--- config.mk ---
export PLATFORM = sky130hd
export DESIGN_NAME = dcache_tag_array
export DESIGN_NICKNAME = d
export VERILOG_FILES = /design/src/verilog/dcache_pkg.sv /design/src/verilog/dcache_tag_array.sv
export SDC_FILE = /design/constraint.sdc
export NUM_CORES = 2
export LEC_CHECK = 0
export ABC_AREA = 1
export ABC_CLOCK_PERIOD_IN_PS = 4570
export BUFFER_PORTS_ARGS = -buffer_cell sky130_fd_sc_hd__buf_2
export CAP_MARGIN = 20
export CORE_UTILIZATION = 30
export DETAILED_ROUTE_END_ITERATION = 10
export PLACE_DENSITY = 0.46
export SETUP_SLACK_MARGIN = 0.15
export SLEW_MARGIN = 10
export SYNTH_ARGS = -nofsm -noshare
export SYNTH_HDL_FRONTEND = slang
export SYNTH_SLANG_ARGS = --single-unit
--- constraint.sdc ---
create_clock -name clk -period 4.57 [get_ports clk]
set_clock_uncertainty 0.1 [all_clocks]
set_input_delay 0.914 -clock clk [delete_from_list [all_inputs] [get_ports clk]]
set_output_delay 0.914 -clock clk [all_outputs]
set_load 0.03 [all_outputs]
--- src/verilog/dcache_pkg.sv ---
`default_nettype none

package dcache_pkg;

    localparam int word_width     = 32;
    localparam int words_per_line = 4;
    localparam int bytes_per_word = 4;
    localparam int offset_width   = 4;  // byte offset inside a line
    localparam int way_count      = 2;

    typedef logic [word_width-1:0] word_t;
    typedef logic [bytes_per_word-1:0] strb_t;
    typedef logic [words_per_line*word_width-1:0] line_t;  // word 0 in the low bits
    typedef logic [31:0] addr_t;

    typedef enum logic {
        op_load,
        op_store
    } req_op_e;

    // one request in flight; the miss path always ends in a re-lookup
    typedef enum logic [2:0] {
        st_idle,
        st_lookup,
        st_miss_dirty,
        st_write_back,
        st_miss_clean,
        st_refill,
        st_refill_done
    } cache_state_e;

endpackage

`default_nettype wire

--- src/verilog/dcache_tag_array.sv ---
`timescale 1ns/1ps
`default_nettype none

module dcache_tag_array #(
    parameter  int set_count   = 64,
    localparam int index_width = $clog2(set_count),
    localparam int tag_width   = 32 - dcache_pkg::offset_width - index_width
) (
    input  wire logic                   clk,
    input  wire logic                   reset,
    input  wire logic                   rd_en,
    input  wire logic [index_width-1:0] rd_index,
    input  wire logic [tag_width-1:0]   lookup_tag,
    input  wire logic                   tag_wr_en,
    input  wire logic                   wr_way,
    input  wire logic [index_width-1:0] wr_index,
    input  wire logic [tag_width-1:0]   tag_wr_tag,
    input  wire logic                   tag_wr_dirty,
    input  wire logic                   mark_dirty,
    input  wire logic                   lru_touch,
    output logic                        hit,
    output logic                        hit_way,
    output logic                        victim_way,
    output logic                        victim_dirty,
    output logic [tag_width-1:0]        victim_tag
);

    logic [tag_width-1:0]             tag_q [dcache_pkg::way_count][set_count];
    logic [dcache_pkg::way_count-1:0] valid_q [set_count];
    logic [dcache_pkg::way_count-1:0] dirty_q [set_count];
    logic [set_count-1:0]             lru_q;  // bit names the least recently used way
    logic [index_width-1:0]           index_q;
    logic [dcache_pkg::way_count-1:0] way_hit;

    always_ff @(posedge clk) begin
        if (rd_en) begin
            index_q <= rd_index;
        end
        if (tag_wr_en) begin
            tag_q[wr_way][wr_index] <= tag_wr_tag;
        end
    end

    always_ff @(posedge clk) begin
        if (reset) begin
            for (int i = 0; i < set_count; i++) begin
                valid_q[i] <= '0;
                dirty_q[i] <= '0;
            end
            lru_q <= '0;
        end else begin
            if (tag_wr_en) begin
                valid_q[wr_index][wr_way] <= 1'b1;
                dirty_q[wr_index][wr_way] <= tag_wr_dirty;
            end
            if (mark_dirty) begin
                dirty_q[wr_index][hit_way] <= 1'b1;  // store hit
            end
            if (lru_touch) begin
                lru_q[wr_index] <= ~hit_way;
            end
        end
    end

    for (genvar w = 0; w < dcache_pkg::way_count; w++) begin : g_cmp
        assign way_hit[w] = valid_q[index_q][w] && (tag_q[w][index_q] == lookup_tag);
    end

    assign hit     = |way_hit;
    assign hit_way = way_hit[1];

    // lru alone picks the victim; touches after each refill fill empty ways in turn
    assign victim_way   = lru_q[index_q];
    assign victim_dirty = valid_q[index_q][victim_way] && dirty_q[index_q][victim_way];
    assign victim_tag   = tag_q[victim_way][index_q];

    // a line is only refilled after a miss, so a set never holds one tag twice
    a_one_way_hit: assert property (@(posedge clk) disable iff (reset)
        $onehot0(way_hit));

endmodule

`default_nettype wire

# After elaboration in Yosys (flattened, before gate mapping)

Memories as Yosys holds them, arrays and structs flattened. A register that Yosys moved wholly into a read port is not among the register bits.
Index checks and enable logic that the tools add are counted.

Flip-flop bits (word level): 70
Latch bits: 0
Bits in writable memories: 3072
Memory bits (read-only): 0
Input port bits: 64
Output and inout bits: 26
Memories: 3

Memory list:

| name    | depth | width | read ports | clocked after memory_dff | wr ports | line                   | text |
|---|---|---|---|---|---|---|---|
| tag_q   | 2     | 1408  | 3          | 0                        | 1        | dcache_tag_array.sv:28 | `logic [tag_width-1:0] tag_q [dcache_pkg::way_count][set_count];` |
| dirty_q | 64    | 2     | 1          | 1                        | 64       | dcache_tag_array.sv:30 | `logic [dcache_pkg::way_count-1:0] dirty_q [set_count];` |
| valid_q | 64    | 2     | 1          | 1                        | 64       | dcache_tag_array.sv:29 | `logic [dcache_pkg::way_count-1:0] valid_q [set_count];` |

Add/subtract/negate cells: 0
Multiply operators: 0
Div/mod/pow operators: 0
$lt $le $gt $ge: 11
Eq/ne operators: 2
Shift operators: 0
Muxes and demuxes: 43
Bitwise operators: 5
Reductions and logical operators: 10

Operators by type and width:

| operator                                                   | number |
|---|---|
| two-way mux 1408 bit                                       | 1 |
| binary-select mux 22 bit (select 6 bit)                    | 3 |
| two-way mux 22 bit                                         | 7 |
| demux 22 bit (select 6 bit)                                | 1 |
| bitwise mux 64 bit                                         | 1 |
| equality test 22 bit                                       | 2 |
| two-way mux 6 bit                                          | 4 |
| two-way mux 1 bit                                          | 16 |
| >= comparator 7 bit, second input constant                 | 2 |
| less-than comparator 6 x 7 -> 1 bit, second input constant | 2 |
| NOT 6 -> 7 bit                                             | 2 |
| two-way mux 2 bit                                          | 6 |
| logical AND 1 bit                                          | 7 |
| less-than comparator 7 x 1 -> 1 bit, second input constant | 1 |
| binary-select mux 1 bit (select 6 bit)                     | 1 |
| demux 1 bit (select 6 bit)                                 | 1 |
| >= comparator 6 x 1 -> 1 bit, second input constant        | 1 |
| less-than comparator 1 x 2 -> 1 bit, second input constant | 3 |
| OR reduction 2 bit                                         | 3 |
| demux 1 bit (select 1 bit)                                 | 2 |
| >= comparator 1 bit, second input constant                 | 2 |
| bitwise OR 1 bit                                           | 2 |
| NOT 1 bit                                                  | 1 |

# Longest topological paths before layout

Depth after elaboration: 14
Depth in mapped cells: 24

# Worst setup path before layout

OpenSTA, ideal clock, no wires.

Path type: input-to-reg
From: input wr_index[2]
To: memory tag_q[0][946] in the netlist's numbering, enable pin
Setup time: 0.431 ns
Arrival time: 3.168 ns
Required time: 4.039 ns
Slack: 0.871 ns
Stages on the path: 6
Buffers on the path: 0
Path through: inv_1 > nor3_1 > clkinv_1 > nor2_1 > inv_1 > nor3_1

Cells in the longest elaborated chain, start to end: 6

RTL lines:

| item                                                                                                    | line                   | text |
|---|---|---|
| from (decl)                                                                                             | dcache_tag_array.sv:16 | `input wire logic [index_width-1:0] wr_index,` |
| NOT 6 -> 7 bit (implied by the code) *                                                                  | dcache_tag_array.sv:40 | `tag_q[wr_way][wr_index] <= tag_wr_tag;` |
| >= comparator 7 bit (implied by the code) / less-than comparator 7 x 1 -> 1 bit (equally long branches) | dcache_tag_array.sv:40 |  |
| logical AND 1 bit (implied by the code)                                                                 | dcache_tag_array.sv:40 |  |
| two-way mux 22 bit (implied by the code)                                                                | dcache_tag_array.sv:40 |  |
| demux 22 bit (select 6 bit) *                                                                           | dcache_tag_array.sv:40 |  |
| two-way mux 1408 bit (implied by the code) *                                                            | dcache_tag_array.sv:40 |  |
| to (decl)                                                                                               | dcache_tag_array.sv:28 |  |

Mark *: on every way between the ends. The rest lies on a longest branch, timed or not.

# Worst setup path after layout

From: register index_q[0]
To: output hit_way

Cells in the longest elaborated chain, start to end: 6

RTL lines:

| item                                                  | line                   | text |
|---|---|---|
| from (decl)                                           | dcache_tag_array.sv:32 | `logic [index_width-1:0] index_q;` |
| from (signal assigned)                                | dcache_tag_array.sv:37 | `index_q <= rd_index;` |
| NOT 6 -> 7 bit (implied by the code)                  | dcache_tag_array.sv:66 | `assign way_hit[w] = valid_q[index_q][w] && (tag_q[w][index_q] == lookup_tag);` |
| binary-select mux 22 bit (select 6 bit)               | dcache_tag_array.sv:66 |  |
| two-way mux 22 bit (implied by the code) (2 in a row) | dcache_tag_array.sv:66 |  |
| equality test 22 bit                                  | dcache_tag_array.sv:66 |  |
| logical AND 1 bit                                     | dcache_tag_array.sv:66 |  |
| to (decl)                                             | dcache_tag_array.sv:22 | `output logic hit_way,` |

No other way between the ends. The select of a mux whose other input is x is not followed.

==> results.yml <==
floorplan:
  coreArea_um2: 483000
  die_h_um: 699
  die-area_um2: 488000
  row_count: 255
  initial_core_util_pct: 30.2
  die_w_um: 699
  io_pins: 90
final_layout:
  finalNetCount: 14900
  area_delta_synth_final_pct: 22.1
  utilization_pct: 36.8
  final_common_cell: "nand2_1"
  most-common-layout-cells: "nand2_1, nand3_1, edfxtp_1, buf_4, mux2i_1"
  drive_gt1_share_pct: 14.8
pwr:
  powerDensity_nw_per_um2: 412
  leakage_nw: 66.7
  ir_worst_vdd_v: 0.000313
synth:
  ys_ff_latch: 3148
  synthDistinctLibCells: 36
  async_reset_ff_share_pct: 0
  synth_nets: 14100
  synth_area_um2: 146000
  seq_area_frac_synth_pct: 63.5
  avgSynthCellArea_um2: 10.4
  yosysTopAreaCell: "edfxtp_1"
  synthCells: 14100
  synth-main-ff-cell: "edfxtp_1"
  yosys_warnings: 0
  synth_top_area_share_pct: 60.8
  synth_area_leaders: "edfxtp_1, nand3_1, nand2_1, mux2i_1, dfxtp_1"
  synth_edf_count: 2950
timing:
  slew_headroom_pct: 27.1
  finalSetupViolations: 26
  tightestPinTransition_ps: 1090
  hold_violations: 0
  fin_crit_sh_pct: 126
  rsz0062_at_grt: "yes"
  finalSetupTns_ps: -24310
  final.min_clock_period_ps: 5770
  drv_slew: 0
  worst_slack_ps: -1200
  max_freq_ghz: 0.173
clock_tree:
  path_clk_slew_ps: 60
  cts_buffers: 367
  cts_tree: "built"
  clk_path_buf_depth: 4
  clock-sinks: 3148
  cts-root-buf: "clkbuf_16"
  h-tree-depth: 5
  worstSkewPairLatency_ps: 1000
worst_setup_path:
  path_class: "flip-flop to primary output"
  required_ps: 3560
  start_kind: "flip-flop"
  path_cells: "buf_12 > inv_16 > buf_16 > buf_4 > buf_12 > nand2_1 > nand3_1 > nand3_1 > nand3_1 > nand3_1 > nand3_1 > buf_4 > nand2_1 > nand2_1 > nand2_1 > nor2_1 > nand2_1 > nor2_4 > nand3_4 > inv_2 > buf_12 > clkbuf_4"
  worst-path-buf-inv: 9
  endpoint_kind: "primary output"
  cpPeakStageDelay_ps: 420
  critPathSlowestCell: "edfxtp_1"
  cp.arrival_ps: 4750
  cp_top_family: "simple AND/OR/NAND/NOR gates"
  crit_fanout: 32
detailed_routing:
  top_layer_used: "met5"
  wl_met2_um: 266000
  route.detailed.drc: 0
  drt-total-wl_um: 610000
  wl_met3_um: 48600
  wirelength_met1_um: 267000
  vias: 116000
  viasPerCell: 5.37
  drt.antenna.violating_nets: 0
  drt_iter0_drc: 14500
  firstDrtPassIters: 7
  wire_per_inst_um: 28.3
place:
  port_buffers: 89
  dp_hpwl_um: 379000
  gp_congestion: 0.921
run_status:
  status: "complete, but fails checks"
  violations: "negative setup slack"
run:
  max_cap_viol_count: 0
min_path:
  hp-class: "primary input to flip-flop"
global_routing:
  grt-ovfl-total: 0
  antenna_found_initial: 53
  grt_start_max_net_pins: 129
  grt_pass1_wl_um: 833000
  grt_pass1_vias: 107000
  grt_usage_pct: 23.8
-- final timing paths --
path | cells after the start | end | slack, ps | startpoint
max | 22 | hit_way | -1200 | index_q[0]$_DFFE_PP_
min | 1 | tag_q[0][489]$_DFFE_PP_ | 100 | tag_wr_tag[5]
max reg2reg | 25 | dirty_q[47][0]$_SDFFCE_PN0P_ | 40 | index_q[0]$_DFFE_PP_
min reg2reg | 1 | valid_q[50][0]$_DFF_P_ | 360 | valid_q[50][0]$_DFF_P_
-- final cells by class --
class / instances / area (um^2)
diodes: 17 / 42.5
clock buffers: 475 / 9900
clock inverters: 200 / 1650
fillers: 47600 / 305000
inverters: 155 / 669
multi-input cells: 9701 / 49300
flip-flops and latches: 3148 / 92600
well taps: 6425 / 8040
repair buffers: 1426 / 15600
repair inverters: 1 / 11.3
-- routing by layer --
layer	vias up	GRT usage (%)
li1	51800	-
met1	57600	33.8
met2	5282	36.1
met3	993	3.61
met4	20	9.78
met5	-	0
-- cell families (layout without fill, tap and decap cells) --
logic type | count (synthesis) | after routing | synth area share [%]
other cells | 0 | 17 | 0
mux | 640 | 640 | 4.40
flops | 3148 | 3148 | 63.5
buf+inv | 1206 | 2257 | 3.74
simple gates | 8386 | 8386 | 25.5
compound gates | 672 | 672 | 2.81
xor+xnor | 3 | 3 | 0.0180
-- synthesized netlist by cell type (142+ instances only) --
cell and number:
buf_1 189, buf_2 368, clkbuf_1 385, dfxtp_1 198
edfxtp_1 2950, inv_1 142, mux2i_1 640, nand2_1 3879
nand3_1 3561, nand4_1 216, nor2_1 483, o21ai_0 254
-- metrics by stage --
stage	instance area, um^2	setup WS [ps]	hold WS [ps]	power [W]	cells
final	178000	-1200	97.9	0.0732	21500
after global routing	178000	-1280	76.6	0.0753	21500
after CTS	176000	-1190	35.5	0.0727	21500
after detailed placement	163000	-964	348	0.0438	20800
after global placement	163000	-1020	342	0.0438	20800
after floorplan	146000	871	335	0.0380	14100
-- state kept, by name (all words and copies together) (netlist names), named ones only --
name,count
index_q,6
lru_q,64
dirty_q,128
tag_q,2816
valid_q,128
-- repair_timing --
action	in CTS	in global routing
buffers inserted	4	39
pin swaps	3	11
resized for setup	114	265
setup endpoints to repair	346	346
gates cloned	11	25
endpoints found under the hold margin	2	0
hold buffers	1	0
-- power breakdown --
part | switching, W | total [W] | internal, W | leakage [nW]
registers | 0.0000730 | 0.0318 | 0.0317 | 28.2
logic | 0.00833 | 0.0126 | 0.00424 | 32.9
clock network | 0.0124 | 0.0289 | 0.0165 | 5.65
Note: power is estimated with default switching activity, not from simulation.
