$ cat src/verilog/dcache_pkg.sv
`default_nettype none

package dcache_pkg;

    localparam int word_width     = 32;
    localparam int words_per_line = 4;
    localparam int bytes_per_word = 4;
    localparam int offset_width   = 4;  // byte offset inside a line
    localparam int way_count      = 2;

    typedef logic [word_width-1:0] word_t;
    typedef logic [bytes_per_word-1:0] strb_t;
    typedef logic [words_per_line*word_width-1:0] line_t;  // word 0 in the low bits
    typedef logic [31:0] addr_t;

    typedef enum logic {
        op_load,
        op_store
    } req_op_e;

    // one request in flight; the miss path always ends in a re-lookup
    typedef enum logic [2:0] {
        st_idle,
        st_lookup,
        st_miss_dirty,
        st_write_back,
        st_miss_clean,
        st_refill,
        st_refill_done
    } cache_state_e;

endpackage

`default_nettype wire

$ cat src/verilog/dcache_ctrl.sv
`timescale 1ns/1ps
`default_nettype none

module dcache_ctrl #(
    parameter  int set_count   = 64,
    localparam int index_width = $clog2(set_count),
    localparam int tag_width   = 32 - dcache_pkg::offset_width - index_width,
    localparam int be_width    = dcache_pkg::words_per_line * dcache_pkg::bytes_per_word
) (
    input  wire logic                   clk,
    input  wire logic                   reset,
    input  wire logic                   req_valid,
    input  wire dcache_pkg::req_op_e    req_op,
    input  wire dcache_pkg::addr_t      req_addr,
    input  wire dcache_pkg::word_t      req_wdata,
    input  wire dcache_pkg::strb_t      req_strb,
    output logic                        busy,
    output logic                        resp_valid,
    output dcache_pkg::word_t           resp_rdata,
    output logic                        mem_rd_req,
    output dcache_pkg::addr_t           mem_rd_addr,
    input  wire logic                   mem_rd_rdy,
    input  wire logic                   mem_ret_valid,
    input  wire dcache_pkg::line_t      mem_ret_data,
    output logic                        mem_wr_req,
    output dcache_pkg::addr_t           mem_wr_addr,
    output dcache_pkg::line_t           mem_wr_data,
    input  wire logic                   mem_wr_rdy,
    input  wire logic                   mem_wr_done,
    output logic                        arr_rd_en,
    output logic [index_width-1:0]      arr_rd_index,
    output logic                        tag_wr_en,
    output logic                        tag_wr_dirty,
    output logic                        mark_dirty,
    output logic                        lru_touch,
    output logic                        wr_way,
    output logic [index_width-1:0]      wr_index,
    output logic [tag_width-1:0]        tag_wr_tag,
    output logic [tag_width-1:0]        lookup_tag,
    input  wire logic                   hit,
    input  wire logic                   hit_way,
    input  wire logic                   victim_way,
    input  wire logic                   victim_dirty,
    input  wire logic [tag_width-1:0]   victim_tag,
    output logic                        sel_way,
    output logic                        data_wr_en,
    output logic [be_width-1:0]         data_wr_byte_en,
    output dcache_pkg::line_t           data_wr_line,
    input  wire dcache_pkg::line_t      sel_line
);

    localparam int byte_sel_width = $clog2(dcache_pkg::bytes_per_word);
    localparam int word_sel_width = $clog2(dcache_pkg::words_per_line);

    dcache_pkg::cache_state_e state, state_next;
    dcache_pkg::req_op_e      req_op_q;
    dcache_pkg::addr_t        req_addr_q;
    dcache_pkg::word_t        req_wdata_q;
    dcache_pkg::strb_t        req_strb_q;
    logic                     miss_way_q;  // victim latched at the miss
    logic                     accept;
    logic                     in_lookup;
    logic                     store_hit;
    logic [index_width-1:0]   req_index;
    logic [tag_width-1:0]     req_tag;
    logic [word_sel_width-1:0] word_sel;

    assign accept    = (state == dcache_pkg::st_idle) && req_valid;
    assign in_lookup = (state == dcache_pkg::st_lookup);
    assign req_index = req_addr_q[dcache_pkg::offset_width +: index_width];
    assign req_tag   = req_addr_q[dcache_pkg::offset_width + index_width +: tag_width];
    assign word_sel  = req_addr_q[byte_sel_width +: word_sel_width];
    assign store_hit = in_lookup && hit && (req_op_q == dcache_pkg::op_store);

    always_ff @(posedge clk) begin
        if (reset) begin
            state <= dcache_pkg::st_idle;
        end else begin
            state <= state_next;
        end
    end

    always_ff @(posedge clk) begin
        if (accept) begin
            req_op_q    <= req_op;
            req_addr_q  <= req_addr;
            req_wdata_q <= req_wdata;
            req_strb_q  <= req_strb;
        end
        if (in_lookup && !hit) begin
            miss_way_q <= victim_way;
        end
    end

    always_comb begin
        state_next = state;
        case (state)
            dcache_pkg::st_idle:        if (req_valid) state_next = dcache_pkg::st_lookup;
            dcache_pkg::st_lookup: begin
                if (hit) state_next = dcache_pkg::st_idle;
                else if (victim_dirty) state_next = dcache_pkg::st_miss_dirty;
                else state_next = dcache_pkg::st_miss_clean;
            end
            dcache_pkg::st_miss_dirty:  if (mem_wr_rdy) state_next = dcache_pkg::st_write_back;
            dcache_pkg::st_write_back:  if (mem_wr_done) state_next = dcache_pkg::st_miss_clean;
            dcache_pkg::st_miss_clean:  if (mem_rd_rdy) state_next = dcache_pkg::st_refill;
            dcache_pkg::st_refill:      if (mem_ret_valid) state_next = dcache_pkg::st_refill_done;
            dcache_pkg::st_refill_done: state_next = dcache_pkg::st_lookup;
            default:                    state_next = dcache_pkg::st_idle;
        endcase
    end

    assign busy       = (state != dcache_pkg::st_idle);
    assign resp_valid = in_lookup && hit;
    assign resp_rdata = sel_line[word_sel * dcache_pkg::word_width +: dcache_pkg::word_width];

    // array read at acceptance, and again after refill for the re-lookup
    assign arr_rd_en    = accept || (state == dcache_pkg::st_refill_done);
    assign arr_rd_index = (state == dcache_pkg::st_idle) ?
                          req_addr[dcache_pkg::offset_width +: index_width] : req_index;
    assign lookup_tag   = req_tag;

    assign tag_wr_en    = (state == dcache_pkg::st_refill) && mem_ret_valid;
    assign tag_wr_tag   = req_tag;
    assign tag_wr_dirty = 1'b0;  // refilled lines arrive clean
    assign mark_dirty   = store_hit;
    assign lru_touch    = resp_valid;
    assign wr_way       = in_lookup ? hit_way : miss_way_q;
    assign wr_index     = req_index;
    assign sel_way      = in_lookup ? hit_way : miss_way_q;

    assign data_wr_en      = store_hit || tag_wr_en;
    assign data_wr_byte_en = tag_wr_en ? {be_width{1'b1}} :
        {{(be_width - dcache_pkg::bytes_per_word){1'b0}}, req_strb_q}
        << (word_sel * dcache_pkg::bytes_per_word);
    assign data_wr_line    = tag_wr_en ? mem_ret_data :
                             {dcache_pkg::words_per_line{req_wdata_q}};

    assign mem_rd_req  = (state == dcache_pkg::st_miss_clean);
    assign mem_rd_addr = {req_tag, req_index, {dcache_pkg::offset_width{1'b0}}};
    assign mem_wr_req  = (state == dcache_pkg::st_miss_dirty);
    assign mem_wr_addr = {victim_tag, req_index, {dcache_pkg::offset_width{1'b0}}};
    assign mem_wr_data = sel_line;  // victim way selected while in the miss states

    a_mem_req_excl: assert property (@(posedge clk) disable iff (reset)
        !(mem_rd_req && mem_wr_req));

    // responses only come out of a lookup that followed an array read
    a_resp_in_lookup: assert property (@(posedge clk) disable iff (reset)
        resp_valid |-> in_lookup && $past(arr_rd_en));

endmodule

`default_nettype wire

$ cat config.mk
export PLATFORM = sky130hd
export DESIGN_NAME = dcache_ctrl
export DESIGN_NICKNAME = d
export VERILOG_FILES = /design/src/verilog/dcache_pkg.sv /design/src/verilog/dcache_ctrl.sv
export SDC_FILE = /design/constraint.sdc
export NUM_CORES = 1
export LEC_CHECK = 0
export BUFFER_PORTS_ARGS = -buffer_cell sky130_fd_sc_hd__buf_2
export CORE_AREA = 5 5 307 309
export CTS_CLUSTER_DIAMETER = 30
export DETAILED_ROUTE_END_ITERATION = 10
export DIE_AREA = 0 0 312 314
export PLACE_DENSITY = 0.35
export SLEW_MARGIN = 20
export SYNTH_ARGS = -nofsm -noshare
export SYNTH_HDL_FRONTEND = slang
export SYNTH_SLANG_ARGS = --single-unit
export TNS_END_PERCENT = 5
$ cat constraint.sdc
create_clock -name clk -period 3.4 [get_ports clk]
set_clock_uncertainty 0.2 [all_clocks]
set_input_delay 0.17 -clock clk [delete_from_list [all_inputs] [get_ports clk]]
set_output_delay 0.17 -clock clk [all_outputs]
set_load 0.05 [all_outputs]
Yosys cells after proc, flatten, opt, wreduce, memory -nomap -nowiden
Cells that the tools add are included.
- add/sub/neg operators: 0
- $mul: 0
- divide/modulo/power cells: 0
- magnitude comparators: 0
- eq/ne operators: 11
- shift operators: 2
- muxes and demuxes: 12
- bitwise operators: 0
- reductions and logical operators: 11
- operator list (kind ; number):
    128-bit two-way mux ; 1
    128-bit by 8-bit variable part select with 32-bit output ; 1
    3-bit two-way mux ; 7
    3-bit case mux with 7 select lines ; 1
    16-bit two-way mux ; 1
    4-bit by 4-bit left shift with 16-bit output ; 1
    3-bit == test, second input constant ; 3
    3-bit by 2-bit == test with 1-bit output, second input constant ; 2
    6-bit two-way mux ; 1
    2-bit != test, second input constant ; 3
    1-bit logical AND ; 5
    5-bit AND reduction ; 1
    2-bit by 1-bit != test with 1-bit output, second input constant ; 2
    3-bit by 1-bit == test with 1-bit output, second input constant ; 1
    3-bit logical NOT ; 1
    3-bit nonzero test ; 1
    1-bit logical OR ; 2
    1-bit logical NOT ; 1
    1-bit two-way mux ; 1
- bits in registers: 73
- bits in latches: 0
- bits in writable memories: 0
- memory bits (read-only): 0
- input bits: 358
- output and inout bits: 436
- memories kept: 0

Depth between registers and ports, before layout
Gate-level depths: netlist (run 1).
- word-level depth: 4
- gate-level depth with buffers: 7
- depth with buffers taken out: 5

Least setup slack after synthesis (run 1)
Ideal clock, no wire load.
- kind: reg2reg
- start: register state[0]
- end: register req_addr_q[10], enable pin
- setup time: 432 ps
- arrival time: 2506 ps
- data required time: 2768 ps
- slack: 262 ps
- cell stages (with the launch flop): 4
- cells stage by stage: dfxtp_1 -> buf_2 -> nor3_2 -> and2_1
- cells in the longest elaborated chain, start to end: 2
- RTL lines (element ; line ; source):
    from (decl) ; dcache_ctrl.sv:55 ; dcache_pkg::cache_state_e state, state_next;
    from (signal assigned) ; dcache_ctrl.sv:77 ; state <= dcache_pkg::st_idle;
    from (signal assigned) ; dcache_ctrl.sv:79 ; state <= state_next;
    3-bit logical NOT ; dcache_ctrl.sv:68 ; assign accept = (state == dcache_pkg::st_idle) && req_valid;
    1-bit logical AND ; dcache_ctrl.sv:68 ;
    named net accept ; dcache_ctrl.sv:61 ; logic accept;
    to (signal assigned) ; dcache_ctrl.sv:86 ; req_addr_q <= req_addr;
    to (decl) ; dcache_ctrl.sv:57 ; dcache_pkg::addr_t req_addr_q;
The timed path passes the listed nets, and every way through them passes these cells.
A chain may end at the register's enable or synchronous reset.

Final worst setup path (run 1)
- start: register state[2]
- end: output port data_wr_line[1]
- cells in the longest elaborated chain, start to end: 3
- RTL lines (element ; line ; source):
    3-bit == test ; dcache_ctrl.sv:123 ; assign tag_wr_en = (state == dcache_pkg::st_refill) && mem_ret_valid;
    1-bit logical AND ; dcache_ctrl.sv:123 ;
    128-bit two-way mux ; dcache_ctrl.sv:136 ; assign data_wr_line = tag_wr_en ? mem_ret_data :
    to (decl) ; dcache_ctrl.sv:48 ; output dcache_pkg::line_t data_wr_line,
Every way passes these cells.

==> run metrics, run 1 <==
TNS Setup=0 ns; number of setup buffers added after CTS=0; CTS Sinks=71; final count of negative-setup-slack endpoints=0; maximum clock frequency=346 MHz; CP Buf/Inv Count=4; CTS buffer count=9; CTS tree=built; Reg clk slew, reported paths=0.07 ns; Filler cells=10,700; die area=98,000 µm²; CP Capture Type=primary output; fin nets=1,674; antenna violations before repair=50; gpl congestion=0.867; syn avg cell area=8.57 µm²; largest net degree at the start of global routing=53; area fraction of the dominant cell type after synthesis=0.319; post_cts resized=0; worst hold stages=4; # DRC=0; Setup crit start kind=flop; first-pass GRT wire length=78,300 µm; Total Power=6.55 mW; number of synthesized flops with an enable pin=68; Hold Path Class=in2reg; Hold Fails Final Rpt=0; cts hold-fix bufs=between 70 and 80; I/O Pins=just under 800; worst skew pair latency=about 0.38 ns; Rel. slew slack=0.666; most frequent cell after synthesis=nand2_1; max-cap violations=0; worst stage delay on the critical path=0.63 ns; clock root cell=clkbuf_16; dominant synthesized flop cell=edfxtp_1; Seq/Total Area, Yosys=0.329; vias in the first global route=7,860; status=complete, no violations; worst path required time=3.03 ns; max-slew violations=0; grt ovf=0; CORE AREA=91,100 µm²; critical path depth=7; antenna violation net count after detailed routing=0; total track usage=0.121; largest cells by area after synthesis=edfxtp_1, buf_4, nand2_1; Largest delay share family, worst path=buffers and inverters; Detailed Place HPWL=56,500 µm; RSZ-0062 raised after global routing=false; final period utilization=0.850; power per cell area=just over 600 nW/µm²; IO buf count=738; fin crit period=2.89 ns; synthesized flop and latch total=71; commonest cells in the netlist=nand2_1, buf_4, edfxtp_1; die height=approximately 310 µm; Vias=7,558; Vias/cell=3.00; worst path cell trace=nand3_4 -> inv_6 -> buf_12 -> buf_4 -> nand2_1 -> nand2_1 -> buf_2; slowest CP cell=dfxtp_1; H-tree Lvls=3; drt total wl=roughly 62,000 µm; Rows=~110; count of cell types in the netlist=35; P_leak=5.33 nW; Synth-to-Final Area Change=68.9%; Die X-Extent=roughly 310 µm; clock buffer depth=2; worst r2r path cells=4; async set-reset flop share out of synthesis=0; WP data arrival=~2.5 ns; cell area after synthesis=6390 µm²; Yosys warnings=0; largest area contributor in the netlist=edfxtp_1; share of layout cells above drive strength 1=0.619; most used cell, CP=nand2_1; routed len/inst=24.8 µm; starting density of the core=0.0702; Initial DRT Pass Iterations=4; worst-margin pin slew=0.500 ns; worst vdd ir=0.261 mV; WS Path Type=reg2out; cells after synthesis=746; drt initial violations=310; CP Max Fanout=31
[sequential cells by signal, indices dropped and copies added, names as in the netlist]
register	count
req_wdata_q	32
req_strb_q	4
req_op_q	1
req_addr_q	30
miss_way_q	1
state	3
[per-stage QoR]
stage               instance area [µm²]  hold slack, ns  cells  utilization  worst slack [ns]
floorplan                          6420          0.0689    754            -             0.262
global placement                   9760           0.140   2419        0.107             0.773
detailed placement                 9760           0.140   2419        0.107             0.764
CTS                               10800         0.00657   2507        0.118             0.308
global route                      10800          0.0299   2509        0.118             0.260
finish                            10800          0.0452   2519        0.119             0.509
[worst register-to-register path, stage by stage, from the launching register on]
cell           delay [ns]
dfxtp_1              0.63
nor3b_2              0.12
a221oi_2             0.44
mux2i_1              0.22
dlygate4sd3_1        0.55
[cells in the final DEF (no fill, tap or decap), types with 5 or more instances in the layout]
master	n
nand2_1	319
diode_2	12
dlygate4sd3_1	72
buf_2	738
clkbuf_16	9
nor2b_1	5
mux2_2	7
edfxtp_1	68
buf_4	13
mux4_2	32
conb_1	9
[report_power, final]
part	internal (mW)	total (mW)	switching (mW)	leakage [nW]
registers	1.15	1.29	0.142	0.671
clock network	0.513	1.07	0.554	0.133
logic	0.900	4.19	3.29	4.53
total	2.56	6.55	3.99	5.33
[kinds of logic (layout without fill, tap and decap cells)]
kind of cell,count (synthesis),after routing,synth area share
and+or+nand+nor,346,346,0.213
other,1,21,0.000587
muxes,42,42,0.131
AOI/OAI and AO/OA,7,7,0.00920
buffers and inverters,279,846,0.318
DFF,71,71,0.329
[layout make-up]
| class | count | area (µm²) | share of cell area |
|---|---|---|---|
| Antenna cell | 12 | 30.0 | 0.00278 |
| Clock buffer | 9 | 225 | 0.0209 |
| Clock inverter | 7 | 62.6 | 0.00579 |
| Inverter | 4 | 20.0 | 0.00185 |
| Multi-Input combinational cell | 404 | 2310 | 0.213 |
| Sequential cell | 71 | 2100 | 0.195 |
| Tap cell | 1186 | 1480 | 0.137 |
| Timing Repair Buffer | 826 | 4570 | 0.423 |
[worst paths after layout]
path	slack, ns	end	startpoint
worst max-delay path	0.51	data_wr_line[1]	state[2]
worst min-delay path	0.05	state[0]	mem_wr_rdy
worst max register to register	1.18	state[1]	state[2]
worst min register to register	0.55	state[0]	state[0]
[layer usage]
metal  vias up  routed length [µm]  global-route usage  part of all wire
li1       3319                   -                   -                 -
met1      3563               22900               0.131              0.37
met2       559               31100               0.219              0.50
met3       113                6530              0.0524              0.10
met4         4                1790              0.0279             0.029
met5         -                  34                   0           0.00054
No activity file was read; power rests on OpenSTA's default activity.
==> run 2, diff against run 1 <==
Settings changed: BUFFER_PORTS_ARGS -buffer_cell sky130_fd_sc_hd__buf_2 to default, CORE_AREA 5 5 307 309 to 5 5 306 308, CTS_CLUSTER_SIZE from default to 25, DIE_AREA 0 0 312 314 to 0 0 311 313, DONT_BUFFER_PORTS from default to 1, PLACE_DENSITY 0.35 to 0.3, REMOVE_ABC_BUFFERS from default to 1.
==> run metrics, run 2 (same netlist as run 1, synthesis figures left out) <==
max-cap violations=0 (unchanged); largest net degree at the start of global routing=85 (was 53); drt total wl=56,700 µm (was 62,400 µm); worst r2r path cells=5 (was 4); top flop regs=req_wdata_q: 32 flops, req_addr_q: 30 flops, req_strb_q: 4 flops (unchanged); antenna violation net count after detailed routing=0 (unchanged); fin nets=1,035 (was 1,674); Cell Area, Placed=7920 µm² (was 9760 µm²); CORE AREA=90,800 µm² (was 91,100 µm²); Setup crit start kind=flop (unchanged); total track usage=0.109 (was 0.121); Filler cells=10,500 (was 10,700); Die X-Extent=311 µm (was 312 µm); worst path required time=3.03 ns (about the same); power per cell area=690 nW/µm² (was 606 nW/µm²); share of layout cells above drive strength 1=0.258 (was 0.619); launch point of the worst reg-to-reg path=state[2] (unchanged); CP startpoint=state[0] (was state[2]); CTS buffer count=9 (unchanged); drt initial violations=414 (was 310); IO buf count=0 (was 738); H-tree Lvls=3 (unchanged); die area=97,300 µm² (was 98,000 µm²); worst skew pair latency=0.39 ns (was 0.38 ns); Detailed Place HPWL=51,100 µm (was 56,500 µm); TNS Setup=0 ns (unchanged); Cells after DPL=1,777 (was 2,419); first-pass GRT wire length=67,700 µm (was 78,300 µm); Rows=111 (unchanged); CP Max Fanout=46 (was 31); largest register by flop count=req_wdata_q (unchanged); post-route cell area=9120 µm² (was 10,800 µm²); Total Power=6.29 mW (was 6.55 mW); number of flip-flops under the largest register name=32 (unchanged); Vias/cell=2.94 (was 3.00); commonest cells after routing, fill and taps aside=nand2_1, dlygate4sd3_1, edfxtp_1 (was buf_2, nand2_1, dlygate4sd3_1); starting density of the core=0.0704 (was 0.0702); non-filler cells in the finished layout=1,917 (was 2,519); hold path start=mem_rd_rdy (was mem_wr_rdy); Synth-to-Final Area Change=42.7% (was 68.9%); Initial DRT Pass Iterations=6 (was 4); Hold Path Class=in2reg (unchanged); Sequential Area=2100 µm² (unchanged); routed len/inst=29.6 µm (was 24.8 µm); worst vdd ir=0.390 mV (was 0.261 mV); final count of negative-setup-slack endpoints=0 (unchanged); Hold Fails Final Rpt=0 (unchanged); RSZ-0062 raised after global routing=false (unchanged); clock root cell=clkbuf_16 (unchanged); antenna violations before repair=117 (was 50); clock buffer depth=2 (unchanged); die height=313 µm (was 314 µm); max-slew violations=0 (unchanged); grt ovf=0 (unchanged); WS Path Type=reg2out (unchanged); CP Capture Type=primary output (unchanged); # DRC=0 (unchanged); WP data arrival=2.64 ns (was 2.52 ns); fin crit period=3.01 ns (was 2.89 ns); CTS Sinks=71 (unchanged); Multi-input gate area=2310 µm² (unchanged); gpl congestion=0.844 (was 0.867); Rel. slew slack=0.288 (was 0.666); status=complete, no violations (unchanged); I/O Pins=794 (unchanged); CTS tree=built (unchanged); Reg clk slew, reported paths=0.08 ns (was 0.07 ns); worst hold stages=3 (was 4); vias in the first global route=5,520 (was 7,860); most common cell after layout, fill and taps aside=nand2_1 (was buf_2); P_leak=3.32 nW (was 5.33 nW); final period utilization=0.886 (was 0.850); Vias=5,640 (was 7,558); worst-margin pin slew=1.07 ns (was 0.500 ns); maximum clock frequency=332 MHz (was 346 MHz)
==> run 2: cell count changes in the layout (fill, tap and decap cells not counted), sizes merged <==
cell | previous run | this run
clkinvlp | 3 | 2
bufinv | 0 | 2
diode | 12 | 49
dlygate4sd3 | 72 | 75
buf | 754 | 112
clkinv | 0 | 3
inv | 8 | 4
==> run 2: metrics by stage <==
step	hold slack, ns	worst slack (ns)	util
floorplan	0.0689	-1.52	-
global placement	0.0689	0.626	0.0872
detailed placement	0.0689	0.546	0.0872
CTS	0.00967	0.0841	0.0991
global route	0.0779	0.155	0.0995
finish	0.0660	0.389	0.100
==> run 2: per-layer routing <==
layer | up-vias | track usage | share of wire
li1 | 2087 | - | -
met1 | 2593 | 0.0922 | 0.28
met2 | 706 | 0.198 | 0.52
met3 | 196 | 0.0799 | 0.16
met4 | 58 | 0.0413 | 0.035
met5 | - | 0 | 0.0071
==> run 2: final cells by class <==
type                            instances  share of cell area
Timing Repair Buffer                  187               0.303
Antenna cell                           49              0.0134
Tap cell                             1186               0.163
Sequential cell                        71               0.230
Multi-Input combinational cell        404               0.253
Inverter                                4             0.00192
Clock buffer                            9              0.0247
Clock inverter                          7              0.0107
==> run 2: final timing paths <==
path	slack, ns	endpoint
setup / recovery	0.39	data_wr_line[108]
hold / removal	0.07	state[0]
setup reg to reg	1.01	state[1]
hold reg to reg	0.55	state[0]
==> run 2: timing repair <==
| item | in CTS | in global routing |
|---|---|---|
| resized for setup | 0 | 1 |
| setup buffers | 0 | 0 |
| hold buffers | 75 | 0 |
| endpoints found under the setup margin | 0 | 1 |
| hold endpoints to repair | 85 | 0 |
==> run 2: where the power goes <==
| group | internal, mW | switching [mW] | total [mW] |
|---|---|---|---|
| Clock | 0.644 | 0.488 | 1.13 |
| Combinational | 1.03 | 2.58 | 3.61 |
| Sequential | 1.15 | 0.399 | 1.55 |
| Total | 2.82 | 3.47 | 6.29 |
==> run 2: critical path: stages (launching register included) <==
cell	delay (ns)
dfxtp_1	0.58
and2b_1	0.24
nand3_4	0.26
inv_4	0.16
buf_6	0.38
nand2_1	0.12
nand2_1	0.40
==> run 3, diff against run 2 <==
Settings changed: CELL_PAD_IN_SITES_DETAIL_PLACEMENT from default to 1, CELL_PAD_IN_SITES_GLOBAL_PLACEMENT from default to 2, CORE_AREA 5 5 306 308 to 5 5 308 310, DIE_AREA 0 0 311 313 to 0 0 313 315, PLACE_DENSITY 0.3 to 0.36.
==> run metrics, run 3 (same netlist as run 1, synthesis figures left out) <==
P_leak=2.67 nW (was 3.32 nW); max-slew violations=0 (unchanged); Die X-Extent=313 µm (was 311 µm); max-cap violations=0 (unchanged); worst stage delay on the critical path=0.53 ns (was 0.58 ns); IO buf count=0 (unchanged); most used cell, CP=nand2_1 (unchanged); top flop regs=req_wdata_q: 32 flops, req_addr_q: 30 flops, req_strb_q: 4 flops (unchanged); CP Capture Type=primary output (unchanged); starting density of the core=0.0700 (was 0.0704); antenna violation net count after detailed routing=0 (unchanged); worst path required time=3.03 ns (about the same); non-filler cells in the finished layout=1,868 (was 1,917); Hold Fails Final Rpt=0 (unchanged); fin crit period=2.83 ns (was 3.01 ns); r2r setup slk=1.18 ns (was 1.01 ns); routed len/inst=30.6 µm (was 29.6 µm); CTS tree=built (unchanged); worst path cell trace=and2b_1 -> nand3_4 -> buf_4 -> nand2_1 -> nand2_1 (was and2b_1 -> nand3_4 -> inv_4 -> buf_6 -> nand2_1 -> nand2_1); Fin Hold WS=0.0785 ns (was 0.0660 ns); CTS Sinks=71 (unchanged); M2 GR Usage=0.231 (was 0.198); Sequential Area=2100 µm² (unchanged); CP Max Fanout=27 (was 46); first-pass GRT wire length=67,900 µm (was 67,700 µm); reg2reg end=state[1] (unchanged); worst skew pair latency=0.38 ns (was 0.39 ns); routing usage on met3=0.0657 (was 0.0799); largest net degree at the start of global routing=85 (unchanged); commonest cells after routing, fill and taps aside=nand2_1, dlygate4sd3_1, edfxtp_1 (unchanged); slowest CP cell=dfxtp_1 (unchanged); maximum clock frequency=354 MHz (was 332 MHz); worst-margin pin slew=0.961 ns (was 1.07 ns); CP startpoint=state[1] (was state[0]); CORE AREA=91,400 µm² (was 90,800 µm²); share of layout cells above drive strength 1=0.188 (was 0.258); clock buffer depth=2 (unchanged); Post-Route Utilization=0.0847 (was 0.100); Cells after DPL=1,718 (was 1,777); I/O Pins=794 (unchanged); hold worst-path end=state[0] (unchanged); busiest grt layer=met2 (unchanged); TNS Setup=0 ns (unchanged); grt ovf=0 (unchanged); CTS buffer count=9 (unchanged); Initial DRT Pass Iterations=4 (was 6); worst hold stages=3 (unchanged); clock root cell=clkbuf_16 (unchanged); status=complete, no violations (unchanged); Setup crit start kind=flop (unchanged); Reg clk slew, reported paths=0.07 ns (was 0.08 ns); Filler cells=10,900 (was 10,500); fin nets=975 (was 1,035); # DRC=0 (unchanged); final count of negative-setup-slack endpoints=0 (unchanged); die area=98,600 µm² (was 97,300 µm²); die height=315 µm (was 313 µm); met1 Use GR=0.0702 (was 0.0922); drt initial violations=374 (was 414); Detailed Place HPWL=52,400 µm (was 51,100 µm); gpl congestion=1.01 (was 0.844); WP data arrival=2.46 ns (was 2.64 ns); WS Path Type=reg2out (unchanged); worst vdd ir=0.353 mV (was 0.390 mV); Hold Path Class=in2reg (unchanged); H-tree Lvls=3 (unchanged); number of setup buffers added after CTS=0 (unchanged); final period utilization=0.831 (was 0.886); hold path start=mem_rd_rdy (unchanged); number of flip-flops under the largest register name=32 (unchanged); Multi-input gate area=2310 µm² (unchanged); Vias=5,320 (was 5,640); largest register by flop count=req_wdata_q (unchanged); vias in the first global route=5,328 (was 5,520); Synth-to-Final Area Change=21.1% (was 42.7%); Total Power=5.58 mW (was 6.29 mW); Rows=111 (unchanged); worst r2r path cells=4 (was 5); RSZ-0062 raised after global routing=false (unchanged); post_cts resized=0 (unchanged); Rel. slew slack=0.364 (was 0.288); Vias/cell=2.85 (was 2.94); drt total wl=57,200 µm (was 56,700 µm); antenna violations before repair=129 (was 117); total track usage=0.109 (about the same); launch point of the worst reg-to-reg path=state[2] (unchanged); most common cell after layout, fill and taps aside=nand2_1 (unchanged); power per cell area=721 nW/µm² (was 690 nW/µm²)
-- run 3: cell types whose count changed in the layout (fill, tap and decap cells not counted), sizes merged --
| cell | change |
|---|---|
| clkinv | -3 |
| bufinv | -1 |
| diode | +11 |
| inv | +4 |
| dlygate4sd3 | -1 |
| buf | -59 |
-- run 3: metal layers --
metal,vias up,share of wire
li1,1987,-
met1,2401,0.22
met2,634,0.58
met3,238,0.14
met4,60,0.057
met5,-,0.0070
-- run 3: worst max path at each step --
stage                                   end  slack, ns  cells past startpoint
after floorplan             data_wr_line[0]      -1.52                      5
final                      data_wr_line[58]       0.57                      5
after CTS                  data_wr_line[79]       0.41                      5
after global routing      data_wr_line[120]       0.38                      5
after detailed placement   data_wr_line[79]       0.88                      5
after global placement     data_wr_line[94]       0.90                      5
-- run 3: power breakdown --
group	switching (mW)	internal (mW)	total (mW)
combinational	2.60	0.528	3.13
clock	0.500	0.587	1.09
sequential	0.221	1.15	1.37
total	3.32	2.26	5.58
-- run 3: area by class of cell --
class / instances / area share
antenna: 60 / 0.0194
clock buffer: 9 / 0.0291
clock inverter: 7 / 0.0113
inverter: 4 / 0.00259
multi-input combinational: 404 / 0.298
sequential: 71 / 0.272
tap: 1186 / 0.192
timing repair buffer: 127 / 0.176
-- run 3: worst max-delay path, delay by kind of cell, from the launching register on --
kind                   cells  cell delay [ns]
AND/OR/NAND/NOR            4             1.15
flip-flops                 1             0.53
buffers and inverters      1             0.35
-- run 3: timing repair --
item	4_1_cts	5_1_grt
endpoints found under the hold margin	86	0
setup endpoints to repair	0	0
hold buffers	74	0
-- run 3: metrics by stage --
step	setup WS, ns	cell area (µm²)
after floorplan	-1.52	4410
after global placement	0.903	6540
after detailed placement	0.876	6540
after CTS	0.411	7590
after global routing	0.380	7640
final	0.574	7740
